==> config.mk <==
export PLATFORM = sky130hd
export DESIGN_NAME = ahb_bridge_front
export DESIGN_NICKNAME = d
export VERILOG_FILES = /design/src/logic/ahb_pkg.sv /design/src/logic/bridge_cfg_pkg.sv /design/src/logic/cfg_regfile.sv /design/src/logic/slave_decoder.sv /design/src/logic/transfer_checker.sv /design/src/logic/ahb_bridge_front.sv
export VERILOG_INCLUDE_DIRS = /design/src /design/src/logic
export SDC_FILE = /design/constraint.sdc
export NUM_CORES = 1
export LEC_CHECK = 0
export BUFFER_PORTS_ARGS = -buffer_cell sky130_fd_sc_hd__buf_4
export CORE_MARGIN = 2
export CORE_UTILIZATION = 53
export DETAILED_ROUTE_END_ITERATION = 10
export GPL_ROUTABILITY_DRIVEN = 0
export GPL_TIMING_DRIVEN = 0
export PLACE_DENSITY = 0.79
export SYNTH_ARGS = -nofsm -noshare
export SYNTH_HDL_FRONTEND = slang
export SYNTH_HIERARCHICAL = 1
export SYNTH_SLANG_ARGS = --single-unit
==> constraint.sdc <==
create_clock -name Hclk -period 6.2 [get_ports Hclk]
set_input_delay 1.24 -clock Hclk [delete_from_list [all_inputs] [get_ports Hclk]]
set_output_delay 1.24 -clock Hclk [all_outputs]
set_load 0.02 [all_outputs]
==> src/logic/bridge_macros.svh <==
`ifndef BRIDGE_MACROS_SVH
`define BRIDGE_MACROS_SVH

// bus and map sizing
`define WIDTH           32
`define SLAVES          4
`define CFG_TOP         8       // config window is 0 to CFG_TOP

// slave windows out of reset
`define SLAVE1_BASE     'h8000_0000
`define SLAVE2_BASE     'h8400_0000
`define SLAVE3_BASE     'h8800_0000
`define SLAVE4_BASE     'h8C00_0000
`define SLAVE_LEN       'h0000_03FF

`endif

==> src/logic/ahb_pkg.sv <==
`include "bridge_macros.svh"

package ahb_pkg;

        typedef logic [`WIDTH-1:0] word_t;      // address or data word

        typedef enum logic [1:0]
        {
                IDLE   = 2'b00,
                BUSY   = 2'b01,
                NONSEQ = 2'b10,
                SEQ    = 2'b11
        } htrans_t;

        // transfer is 8 << size bits wide
        typedef logic [2:0] hsize_t;

        typedef enum logic [1:0]
        {
                OKAY  = 2'b00,
                ERROR = 2'b10
        } hresp_t;

endpackage

==> src/logic/bridge_cfg_pkg.sv <==
`include "bridge_macros.svh"

package bridge_cfg_pkg;

        // one-hot APB slave select unless windows overlap
        typedef logic [`SLAVES-1:0] slave_sel_t;

        // odd index is a base and even index a length
        typedef logic [3:0] cfg_index_t;

endpackage

==> src/logic/cfg_regfile.sv <==
`include "bridge_macros.svh"

module cfg_regfile
(
        input  logic                            Hclk,
        input  logic                            Hresetn,
        input  ahb_pkg::htrans_t                Htrans,
        input  logic                            Hreadyin,
        input  logic                            Hwrite,
        input  ahb_pkg::word_t                  Haddr,
        input  ahb_pkg::word_t                  Hwdata,
        input  ahb_pkg::hresp_t                 Hresp,
        output ahb_pkg::word_t [`SLAVES-1:0]    base,
        output ahb_pkg::word_t [`SLAVES-1:0]    len,
        output ahb_pkg::word_t                  config_reg_data
);

        logic                           addr_phase;
        logic                           cfg_hit;
        logic                           wr_pend;
        logic                           wr_en;
        bridge_cfg_pkg::cfg_index_t     wr_idx;
        bridge_cfg_pkg::cfg_index_t     rd_idx;
        ahb_pkg::word_t                 rd_word;

        assign addr_phase = Hreadyin && (Htrans == ahb_pkg::NONSEQ || Htrans == ahb_pkg::SEQ);
        assign cfg_hit    = (Haddr <= `CFG_TOP);
        assign rd_idx     = bridge_cfg_pkg::cfg_index_t'(Haddr[3:0]);
        assign wr_en      = wr_pend && (Hresp != ahb_pkg::ERROR);

        // capture config write from the address phase
        always_ff @(posedge Hclk or negedge Hresetn)
        begin
                if (!Hresetn)
                begin
                        wr_pend <= 1'b0;
                        wr_idx  <= '0;
                end
                else
                begin
                        wr_pend <= addr_phase && Hwrite && cfg_hit;
                        wr_idx  <= rd_idx;
                end
        end

        always_ff @(posedge Hclk or negedge Hresetn)
        begin
                if (!Hresetn)
                begin
                        base[0] <= `SLAVE1_BASE;
                        base[1] <= `SLAVE2_BASE;
                        base[2] <= `SLAVE3_BASE;
                        base[3] <= `SLAVE4_BASE;
                        for (int i = 0; i < `SLAVES; i++)
                                len[i] <= `SLAVE_LEN;
                end
                else if (wr_en)
                begin
                        // index 0 matches nothing so its writes drop
                        for (int i = 0; i < `SLAVES; i++)
                        begin
                                if (wr_idx == bridge_cfg_pkg::cfg_index_t'(2 * i + 1))
                                        base[i] <= Hwdata;
                                if (wr_idx == bridge_cfg_pkg::cfg_index_t'(2 * i + 2))
                                        len[i] <= Hwdata;
                        end
                end
        end

        always_comb
        begin
                rd_word = '0;
                for (int i = 0; i < `SLAVES; i++)
                begin
                        if (rd_idx == bridge_cfg_pkg::cfg_index_t'(2 * i + 1))
                                rd_word = base[i];
                        if (rd_idx == bridge_cfg_pkg::cfg_index_t'(2 * i + 2))
                                rd_word = len[i];
                end
                if (!cfg_hit)
                        rd_word = '0;
                else if (wr_en && wr_idx == rd_idx && rd_idx != '0)
                        rd_word = Hwdata;       // read right behind a write
        end

        always_ff @(posedge Hclk or negedge Hresetn)
        begin
                if (!Hresetn)
                        config_reg_data <= '0;
                else if (Hreadyin)
                        config_reg_data <= (addr_phase && !Hwrite) ? rd_word : '0;
        end

        // an errored data phase leaves the whole map as it was
        a_no_write_on_error: assert property (@(posedge Hclk) disable iff (!Hresetn)
                (Hresp == ahb_pkg::ERROR) |=> ($stable(base) && $stable(len)));

endmodule

==> src/logic/slave_decoder.sv <==
`include "bridge_macros.svh"

module slave_decoder
(
        input  ahb_pkg::word_t                  Haddr,
        input  ahb_pkg::word_t [`SLAVES-1:0]    base,
        input  ahb_pkg::word_t [`SLAVES-1:0]    len,
        output bridge_cfg_pkg::slave_sel_t      Pselx_out
);

        logic [`WIDTH:0]        win_end;
        logic                   bases_high;

        // every window checked on its own so overlaps give several bits
        always_comb
        begin
                Pselx_out  = '0;
                bases_high = 1'b1;
                win_end    = '0;
                for (int i = 0; i < `SLAVES; i++)
                begin
                        win_end      = {1'b0, base[i]} + {1'b0, len[i]};   // carry kept
                        Pselx_out[i] = (Haddr >= base[i]) && ({1'b0, Haddr} < win_end);
                        if (base[i] <= `CFG_TOP)
                                bases_high = 1'b0;
                end
                if (bases_high && Haddr <= `CFG_TOP)
                begin
                        assert (Pselx_out == '0)
                        else
                                $error("slave select 0x%0h on config address 0x%0h",
                                       Pselx_out, Haddr);
                end
        end

endmodule

==> src/logic/transfer_checker.sv <==
`include "bridge_macros.svh"

module transfer_checker
(
        input  logic                    Hclk,
        input  logic                    Hresetn,
        input  ahb_pkg::htrans_t        Htrans,
        input  ahb_pkg::hsize_t         Hsize,
        input  logic                    Hwrite,
        input  ahb_pkg::word_t          Haddr,
        input  logic                    Hreadyin,
        output ahb_pkg::hresp_t         Hresp,
        output logic                    err_stall
);

        typedef enum logic [1:0]
        {
                ERR_IDLE   = 2'b00,
                ERR_FIRST  = 2'b01,     // ERROR with Hreadyout low
                ERR_SECOND = 2'b10      // ERROR with Hreadyout high
        } err_state_t;

        err_state_t             state;
        err_state_t             state_nxt;
        ahb_pkg::htrans_t       htrans_prev;
        ahb_pkg::hsize_t        hsize_prev;
        logic                   hwrite_prev;
        logic                   addr_phase;
        ahb_pkg::word_t         align_mask;
        logic                   misaligned;
        logic                   oversize;
        logic                   seq_after_idle;
        logic                   seq_mismatch;
        logic                   error;

        assign addr_phase = Hreadyin && (Htrans == ahb_pkg::NONSEQ || Htrans == ahb_pkg::SEQ);

        // low Hsize address bits must be clear outside the config window
        assign align_mask = ~({`WIDTH{1'b1}} << Hsize);
        assign misaligned = (Haddr > `CFG_TOP) && ((Haddr & align_mask) != '0);

        assign oversize = ((32'd8 << Hsize) > `WIDTH);

        assign seq_after_idle = (Htrans == ahb_pkg::SEQ) && (htrans_prev == ahb_pkg::IDLE);

        // burst beats keep size and direction
        assign seq_mismatch = (Htrans == ahb_pkg::SEQ) && (htrans_prev == ahb_pkg::NONSEQ) &&
                              ((Hsize != hsize_prev) || (Hwrite != hwrite_prev));

        assign error = addr_phase && (state == ERR_IDLE) &&
                       (misaligned || oversize || seq_after_idle || seq_mismatch);

        always_ff @(posedge Hclk or negedge Hresetn)
        begin
                if (!Hresetn)
                begin
                        htrans_prev <= ahb_pkg::IDLE;
                        hsize_prev  <= '0;
                        hwrite_prev <= 1'b0;
                end
                else
                begin
                        htrans_prev <= Htrans;
                        hsize_prev  <= Hsize;
                        hwrite_prev <= Hwrite;
                end
        end

        always_ff @(posedge Hclk or negedge Hresetn)
        begin
                if (!Hresetn)
                        state <= ERR_IDLE;
                else
                        state <= state_nxt;
        end

        always_comb
        begin
                case (state)
                ERR_IDLE:
                        state_nxt = error ? ERR_FIRST : ERR_IDLE;
                ERR_FIRST:
                        state_nxt = ERR_SECOND;
                default:
                        state_nxt = ERR_IDLE;
                endcase
        end

        assign Hresp     = (state == ERR_IDLE) ? ahb_pkg::OKAY : ahb_pkg::ERROR;
        assign err_stall = (state == ERR_FIRST);

        // two-cycle response never stretched by a later fault
        a_err_two_cycles: assert property (@(posedge Hclk) disable iff (!Hresetn)
                (Hresp == ahb_pkg::ERROR) [*2] |=> (Hresp == ahb_pkg::OKAY));

endmodule

==> src/logic/ahb_bridge_front.sv <==
`include "bridge_macros.svh"

module ahb_bridge_front
(
        input  logic                            Hclk,
        input  logic                            Hresetn,
        input  ahb_pkg::htrans_t                Htrans,
        input  ahb_pkg::hsize_t                 Hsize,
        input  ahb_pkg::word_t                  Haddr,
        input  logic                            Hwrite,
        input  ahb_pkg::word_t                  Hwdata,
        input  logic                            Hreadyin,
        input  logic                            Hreadyout_in,
        output ahb_pkg::hresp_t                 Hresp,
        output logic                            Hreadyout,
        output bridge_cfg_pkg::slave_sel_t      Pselx_out,
        output logic                            valid,
        output ahb_pkg::word_t                  config_reg_data
);

        ahb_pkg::word_t [`SLAVES-1:0]   base;
        ahb_pkg::word_t [`SLAVES-1:0]   len;
        logic                           err_stall;
        logic                           cfg_wr;
        logic                           active;

        assign cfg_wr = Hwrite && (Haddr <= `CFG_TOP);     // stays local and never goes to APB
        assign active = (Htrans == ahb_pkg::NONSEQ) || (Htrans == ahb_pkg::SEQ);

        // error cycles first then config writes then the APB side's ready
        assign Hreadyout = (Hresp == ahb_pkg::ERROR) ? !err_stall : (cfg_wr || Hreadyout_in);

        assign valid = Hreadyin && (Hresp != ahb_pkg::ERROR) && active && !cfg_wr;

        cfg_regfile i_cfg_regfile
        (
                .Hclk            (Hclk),
                .Hresetn         (Hresetn),
                .Htrans          (Htrans),
                .Hreadyin        (Hreadyin),
                .Hwrite          (Hwrite),
                .Haddr           (Haddr),
                .Hwdata          (Hwdata),
                .Hresp           (Hresp),
                .base            (base),
                .len             (len),
                .config_reg_data (config_reg_data)
        );

        slave_decoder i_slave_decoder
        (
                .Haddr     (Haddr),
                .base      (base),
                .len       (len),
                .Pselx_out (Pselx_out)
        );

        transfer_checker i_transfer_checker
        (
                .Hclk      (Hclk),
                .Hresetn   (Hresetn),
                .Htrans    (Htrans),
                .Hsize     (Hsize),
                .Hwrite    (Hwrite),
                .Haddr     (Haddr),
                .Hreadyin  (Hreadyin),
                .Hresp     (Hresp),
                .err_stall (err_stall)
        );

endmodule

======== Word level (Yosys, flattened, before mapping) ========
Cells that the tools add are included.
word-level totals
  bits in registers ....................... 301
  bits of input ports ..................... 74
  output and inout port bits .............. 40
  logic and storage cells ................. 116
operators by class
  add/subtract/negate cells ............... 4
  magnitude comparators ................... 11
  equal/unequal tests ..................... 25
  shift-type cells ........................ 2
  muxes and demuxes ....................... 15
  bitwise logic cells ..................... 2
  reduce and logical (&&, ||, !) cells .... 42
operator list
  kind                                                             number
  2-to-1 mux 32 bit                                                11
  adder 32 x 32 -> 33 bit                                          4
  less-than comparator 32 x 33 -> 1 bit                            4
  >= comparator 32 bit                                             4
  AND 32 bit                                                       1
  == test 4 x 3 -> 1 bit, second input constant                    8
  greater-than comparator 32 x 4 -> 1 bit, second input constant   1
  greater-than comparator 32 x 6 -> 1 bit, second input constant   1
  less-or-equal comparator 32 x 4 -> 1 bit, second input constant  1
  NOT 32 bit                                                       1
  nonzero test 32 bit                                              1
  << shifter 32 x 3 -> 32 bit, first input constant                1
  << shifter 4 x 3 -> 32 bit, first input constant                 1
  logical AND 1 bit                                                21
  == test 4 x 2 -> 1 bit, second input constant                    4
  AND reduction 2 bit                                              8
  == test 2 bit, second input constant                             4
  == test 4 x 1 -> 1 bit, second input constant                    2
  == test 4 bit, second input constant                             2
  logical OR 1 bit                                                 6
  == test 4 bit                                                    1
  logical NOT 2 bit                                                2
  case mux 2 bit (2 select lines)                                  1
  nonzero test 4 bit                                               1
  other kinds (7)                                                  10

======== Logic depth before layout (Yosys ltp) ========
  depth in word-level cells ............... 12
  depth in mapped cells ................... 21
  gate-level depth less buffers ........... 21

======== Modules after synthesis ========
Netlist, hierarchy kept.
modules (own cells, without submodules)
  module            times used  cells each  area each (um^2)
  cfg_regfile       1           1033        13290.2
  slave_decoder     1           1623        12121.6
  transfer_checker  1           36          381.6
  ahb_bridge_front  1           17          113.9

======== Worst setup path after synthesis ========
OpenSTA, ideal clock, no wires.
  path type ............................... register -> output
  start point ............................. register i_cfg_regfile/base[32] in the netlist's numbering
  end point ............................... output Pselx_out[1]
  arrival time ............................ 4.533 ns
  data required time ...................... 4.960 ns
  slack ................................... 0.427 ns
  stages on the path, launching flop included .. 19
  path buffers ............................ 0
  cell sequence ........................... dfrtp_1 > ha_1 > fa_1 > a21o_2 > a31oi_4 > o21bai_1 > a22o_2 > o311a_1 > o21a_1 > nor3b_2 > nor2_1 > xnor2_1 > ha_1 > a21o_1 > a21o_1 > a2111oi_0 > nand2_1 > or3_1 > a31oi_1
on the way
  word-level cells in the longest chain between the ends .. 3
  elaborated cells on any way between the ends .. 4
  classes of those cells .................. add/sub (1); order compare (2); reduce/logical (1)
RTL lines
  what                                   line                    text
  from (decl)                            cfg_regfile.sv:13       output ahb_pkg::word_t [`SLAVES-1:0] base,
  from (signal, indexed assignment)      cfg_regfile.sv:63       base[i] <= Hwdata;
  adder 32 x 32 -> 33 bit                slave_decoder.sv:22     win_end = {1'b0, base[i]} + {1'b0, len[i]};
  less-than comparator 32 x 33 -> 1 bit  slave_decoder.sv:23     Pselx_out[i] = (Haddr >= base[i]) && ({1'b0, Haddr} < win_end);
  logical AND 1 bit (*)                  slave_decoder.sv:23
  to (decl)                              ahb_bridge_front.sv:16  output bridge_cfg_pkg::slave_sel_t Pselx_out,
Every way passes the cells marked *; elsewhere a longest branch is shown, timed or not.

======== Worst setup path after layout ========
Same ends and word-level chain as after synthesis.

==> impl_results.rst <==
.. list-table::
   :header-rows: 1

   * - Metric
     - Value
   * - Pin count of the biggest net entering global routing
     - 130
   * - Number of distinct library cells after synthesis
     - 90
   * - Setup repair after global routing missed its margin
     - yes
   * - Total wire length after detailed routing
     - 91100 microns
   * - Critical path endpoint category
     - primary output
   * - Fraction of power spent switching nets
     - 27.1%
   * - Proportion of power drawn by flip-flops and latches
     - 43.4%
   * - Clock power share
     - 44.7%
   * - Accumulated negative setup slack
     - -464 ps
   * - Longest Clk Path Bufs
     - 3
   * - Placed wire-length estimate
     - 66900 microns
   * - Class of the most critical hold timing path
     - reg2reg
   * - Final critical-path share of the clock period
     - 105%
   * - Worst vdd ir
     - 0.186 mV
   * - Most common cell after layout, fill and taps aside
     - sky130_fd_sc_hd__ha_1
   * - Clock Latency Late Sink
     - 570 ps
   * - Largest fanout on the critical path
     - 3
   * - Library cell used as clock root buffer
     - sky130_fd_sc_hd__clkbuf_16
   * - Drt first pass iters
     - 10
   * - Count of H-tree levels built during CTS
     - 2
   * - Antenna diode count
     - 0
   * - Wire length of the first global-routing pass
     - 138000 microns
   * - Total die area
     - 50700 sq um
   * - Overall overflow remaining after global route
     - 0
   * - Sequential fraction of the synthesis area
     - 29.3%
   * - Data arrival time at the worst-slack endpoint
     - 5290 ps
   * - Vias post-DR
     - 24190
   * - Number of antenna violations at the first check in global routing
     - 1
   * - Syn Inst Count
     - 2709
   * - Max cap viols
     - 0
   * - Layout net count
     - 3319
   * - Share of async-settable or async-resettable flops after synthesis
     - 100%
   * - Antenna-violating nets left
     - 0
   * - Top-level I/O count
     - 114
   * - Clock-pin transition on the worst setup and hold timing paths
     - 60 ps
   * - Worst Setup Start Kind
     - register
   * - Switching power total
     - 1.23 mW
   * - Minimum setup slack in the final design
     - -333 ps
   * - Clock tree from TritonCTS
     - done
   * - Violation count after the first detailed-routing iteration
     - 3006
   * - Remaining max-slew budget at the tightest pin
     - 18.4%
   * - Synthesized net count
     - 3167
   * - Post-layout util
     - 60.3%
   * - Inserted Clock Buffers
     - 35
   * - Main synth FF type
     - sky130_fd_sc_hd__dfrtp_1
   * - Peak Freq
     - 0.153 GHz
   * - Max Clock Skew
     - 30.1 ps
   * - Cell Pwr Density
     - 156 nW/um^2
   * - Synthesis Warnings
     - 6
   * - Reported leakage power
     - 13.4 nW
   * - Cell Count Post-Placement
     - 3416
   * - Vias in the first global route
     - 24168
   * - Number of inserted filler cells in the final layout
     - 3853
   * - Worst hold-check slack
     - 538 ps
   * - Initial core utilization
     - 53.4%
   * - Die Y-Extent
     - 225 microns
   * - Internal Dissipation
     - 3.32 mW
   * - Number of vias per cell
     - 6.90
   * - Failing checks
     - DRC, setup timing
   * - Most used cells in the layout excluding fill and tap cells
     - sky130_fd_sc_hd__ha_1, sky130_fd_sc_hd__dfrtp_1, sky130_fd_sc_hd__mux2_2, sky130_fd_sc_hd__inv_1, sky130_fd_sc_hd__a21oi_1
   * - Post-route DRC violation count
     - 1
   * - Status
     - finished, violations left
   * - Transition time of the tightest slew-check pin
     - 1220 ps
   * - P&R area growth vs syn
     - 12.9%
   * - Die Width
     - 225 microns
   * - Fraction of layout instances using a drive strength above 1
     - 20.7%
   * - Placement Setup Slack
     - -715 ps
   * - Setup violations, final
     - 2
   * - Non-filler instance count after layout
     - 3508
   * - Slew Viols, Final
     - 0
   * - Flip-flop and latch count after synthesis
     - 301
   * - Post-detailed-route wirelength per cell
     - 26.0 microns
   * - Required time of the critical path
     - 4960 ps
   * - Core area
     - 48500 sq um
   * - Number of clock sinks seen by CTS
     - 301
   * - Final hold violation count
     - 0
   * - Mean cell area of the mapped netlist
     - 9.56 sq um
   * - Total of buffers placed on input and output ports
     - 82
   * - Final Critical Period
     - 6530 ps
   * - Count of flip-flops with a built-in enable after synthesis
     - 0
   * - All-Layer GR Usage
     - 35.5%
   * - Post-synth design cell area
     - 25900 sq um
   * - Comb power frac
     - 11.9%
   * - Row count
     - 81
   * - Kind of critical path
     - reg2out
[what timing repair did]
item,CTS,global route
hold buffers,0,0
setup endpoints to repair,4,4
pin swaps,63,40
cloned,0,0
resized for setup,78,44
buffers inserted,23,7
[synthesized netlist by cell type (32+ instances only)]
| cell type | instances | share of area [%] |
|---|---|---|
| sky130_fd_sc_hd__a211oi_1 | 59 | 1.7 |
| sky130_fd_sc_hd__a21o_1 | 98 | 2.8 |
| sky130_fd_sc_hd__a21oi_1 | 192 | 3.7 |
| sky130_fd_sc_hd__a22oi_1 | 60 | 1.7 |
| sky130_fd_sc_hd__a31oi_1 | 49 | 1.2 |
| sky130_fd_sc_hd__buf_1 | 51 | 0.74 |
| sky130_fd_sc_hd__buf_2 | 36 | 0.70 |
| sky130_fd_sc_hd__dfrtp_1 | 253 | 24 |
| sky130_fd_sc_hd__dfstp_2 | 48 | 4.9 |
| sky130_fd_sc_hd__ha_1 | 380 | 18 |
| sky130_fd_sc_hd__inv_1 | 198 | 2.9 |
| sky130_fd_sc_hd__mux2_1 | 36 | 1.6 |
| sky130_fd_sc_hd__mux2_2 | 220 | 9.6 |
| sky130_fd_sc_hd__nand2_1 | 97 | 1.4 |
| sky130_fd_sc_hd__nand3_1 | 32 | 0.62 |
| sky130_fd_sc_hd__nand4_1 | 44 | 1.1 |
| sky130_fd_sc_hd__nor2_1 | 139 | 2.0 |
| sky130_fd_sc_hd__nor2b_1 | 38 | 0.92 |
| sky130_fd_sc_hd__o21ai_0 | 120 | 2.3 |
| sky130_fd_sc_hd__xnor2_1 | 57 | 1.9 |
| sky130_fd_sc_hd__xor2_1 | 62 | 2.1 |
[layout make-up]
type	instances	area [sq um]	area share, %
clock buffer	54	1040	3.55
clock inverter	8	61.3	0.210
timing repair buffer	115	918	3.14
multi-input combinational	2091	17600	60.2
sequential	301	7590	26.0
inverter	199	747	2.55
tap	622	778	2.66
buffer	118	503	1.72
[registers in the layout (all words and copies together) (netlist names)]
signal and cells:
i_transfer_checker/hsize_prev 3, i_transfer_checker/state 2, i_cfg_regfile/config_reg_data 32, i_cfg_regfile/wr_pend 1, i_transfer_checker/hwrite_prev 1, i_cfg_regfile/base 128, i_transfer_checker/htrans_prev 2, i_cfg_regfile/len 128
i_cfg_regfile/wr_idx 4
[critical path: stages (launching register included)]
cell	delay (ps)
sky130_fd_sc_hd__dfrtp_1	420
sky130_fd_sc_hd__ha_4	190
sky130_fd_sc_hd__fa_2	340
sky130_fd_sc_hd__a21o_4	230
sky130_fd_sc_hd__a31oi_4	230
sky130_fd_sc_hd__o21bai_2	110
sky130_fd_sc_hd__a22o_2	280
sky130_fd_sc_hd__o311a_1	310
sky130_fd_sc_hd__o21a_4	230
sky130_fd_sc_hd__nor3b_4	200
sky130_fd_sc_hd__nor2_1	80
sky130_fd_sc_hd__xnor2_1	190
sky130_fd_sc_hd__ha_1	290
sky130_fd_sc_hd__a21o_1	180
sky130_fd_sc_hd__a21o_1	210
sky130_fd_sc_hd__a2111oi_4	280
sky130_fd_sc_hd__buf_4	190
sky130_fd_sc_hd__nand2_2	50
sky130_fd_sc_hd__or3_4	410
sky130_fd_sc_hd__a31oi_4	180
sky130_fd_sc_hd__buf_6	140
[cells by family (layout without fill, tap and decap cells)]
family,count (synthesis),count (layout),share of synthesized area [%]
AOI/OAI and AO/OA,813,813,21.5
and+or+nand+nor,516,516,10.5
adders and majority gates,384,384,18.7
buffers and inverters,317,494,4.82
DFF,301,301,29.3
muxes,258,258,11.2
xor gates and xnor gates,119,119,4.02
other,1,1,0.0145
[through the flow]
stage                     area [sq um]  power (mW)
final                            29300        4.55
after global routing             29300        4.67
after CTS                        29000        4.53
after detailed placement         27400        2.51
after global placement           27300        2.48
after floorplan                  25900        2.27
[power by group through the flow]
| stage | Combinational, mW | Sequential, mW | Clock, mW |
|---|---|---|---|
| after floorplan | 0.258 | 2.01 | 0 |
| after global placement | 0.470 | 2.01 | 0 |
| after detailed placement | 0.500 | 2.01 | 0 |
| after CTS | 0.518 | 1.98 | 2.04 |
| after global routing | 0.582 | 1.97 | 2.11 |
| final | 0.540 | 1.98 | 2.03 |
[metal layers]
metal	GRT usage [%]	routed length (microns)	vias to the layer above
li1	-	-	10454
met1	43.0	34000	11705
met2	55.0	39900	1563
met3	9.05	10000	468
met4	25.1	7230	0
met5	0	0	-
[worst paths after layout]
path / startpoint / endpoint / slack, ps / cells after the start
max reg2reg: i_transfer_checker/state[0] / i_cfg_regfile/base[113] / 3340 / 7
max in group asynchronous: Hresetn / i_cfg_regfile/len[58] / 3980 / 3
min reg2reg: i_cfg_regfile/len[75] / i_cfg_regfile/len[75] / 540 / 1
max: i_cfg_regfile/base[32] / Pselx_out[1] / -330 / 20
min: i_cfg_regfile/len[75] / i_cfg_regfile/len[75] / 540 / 1
min in group asynchronous: Hresetn / i_cfg_regfile/base[6] / 670 / 1
No activity file was read; power rests on OpenSTA's default activity.
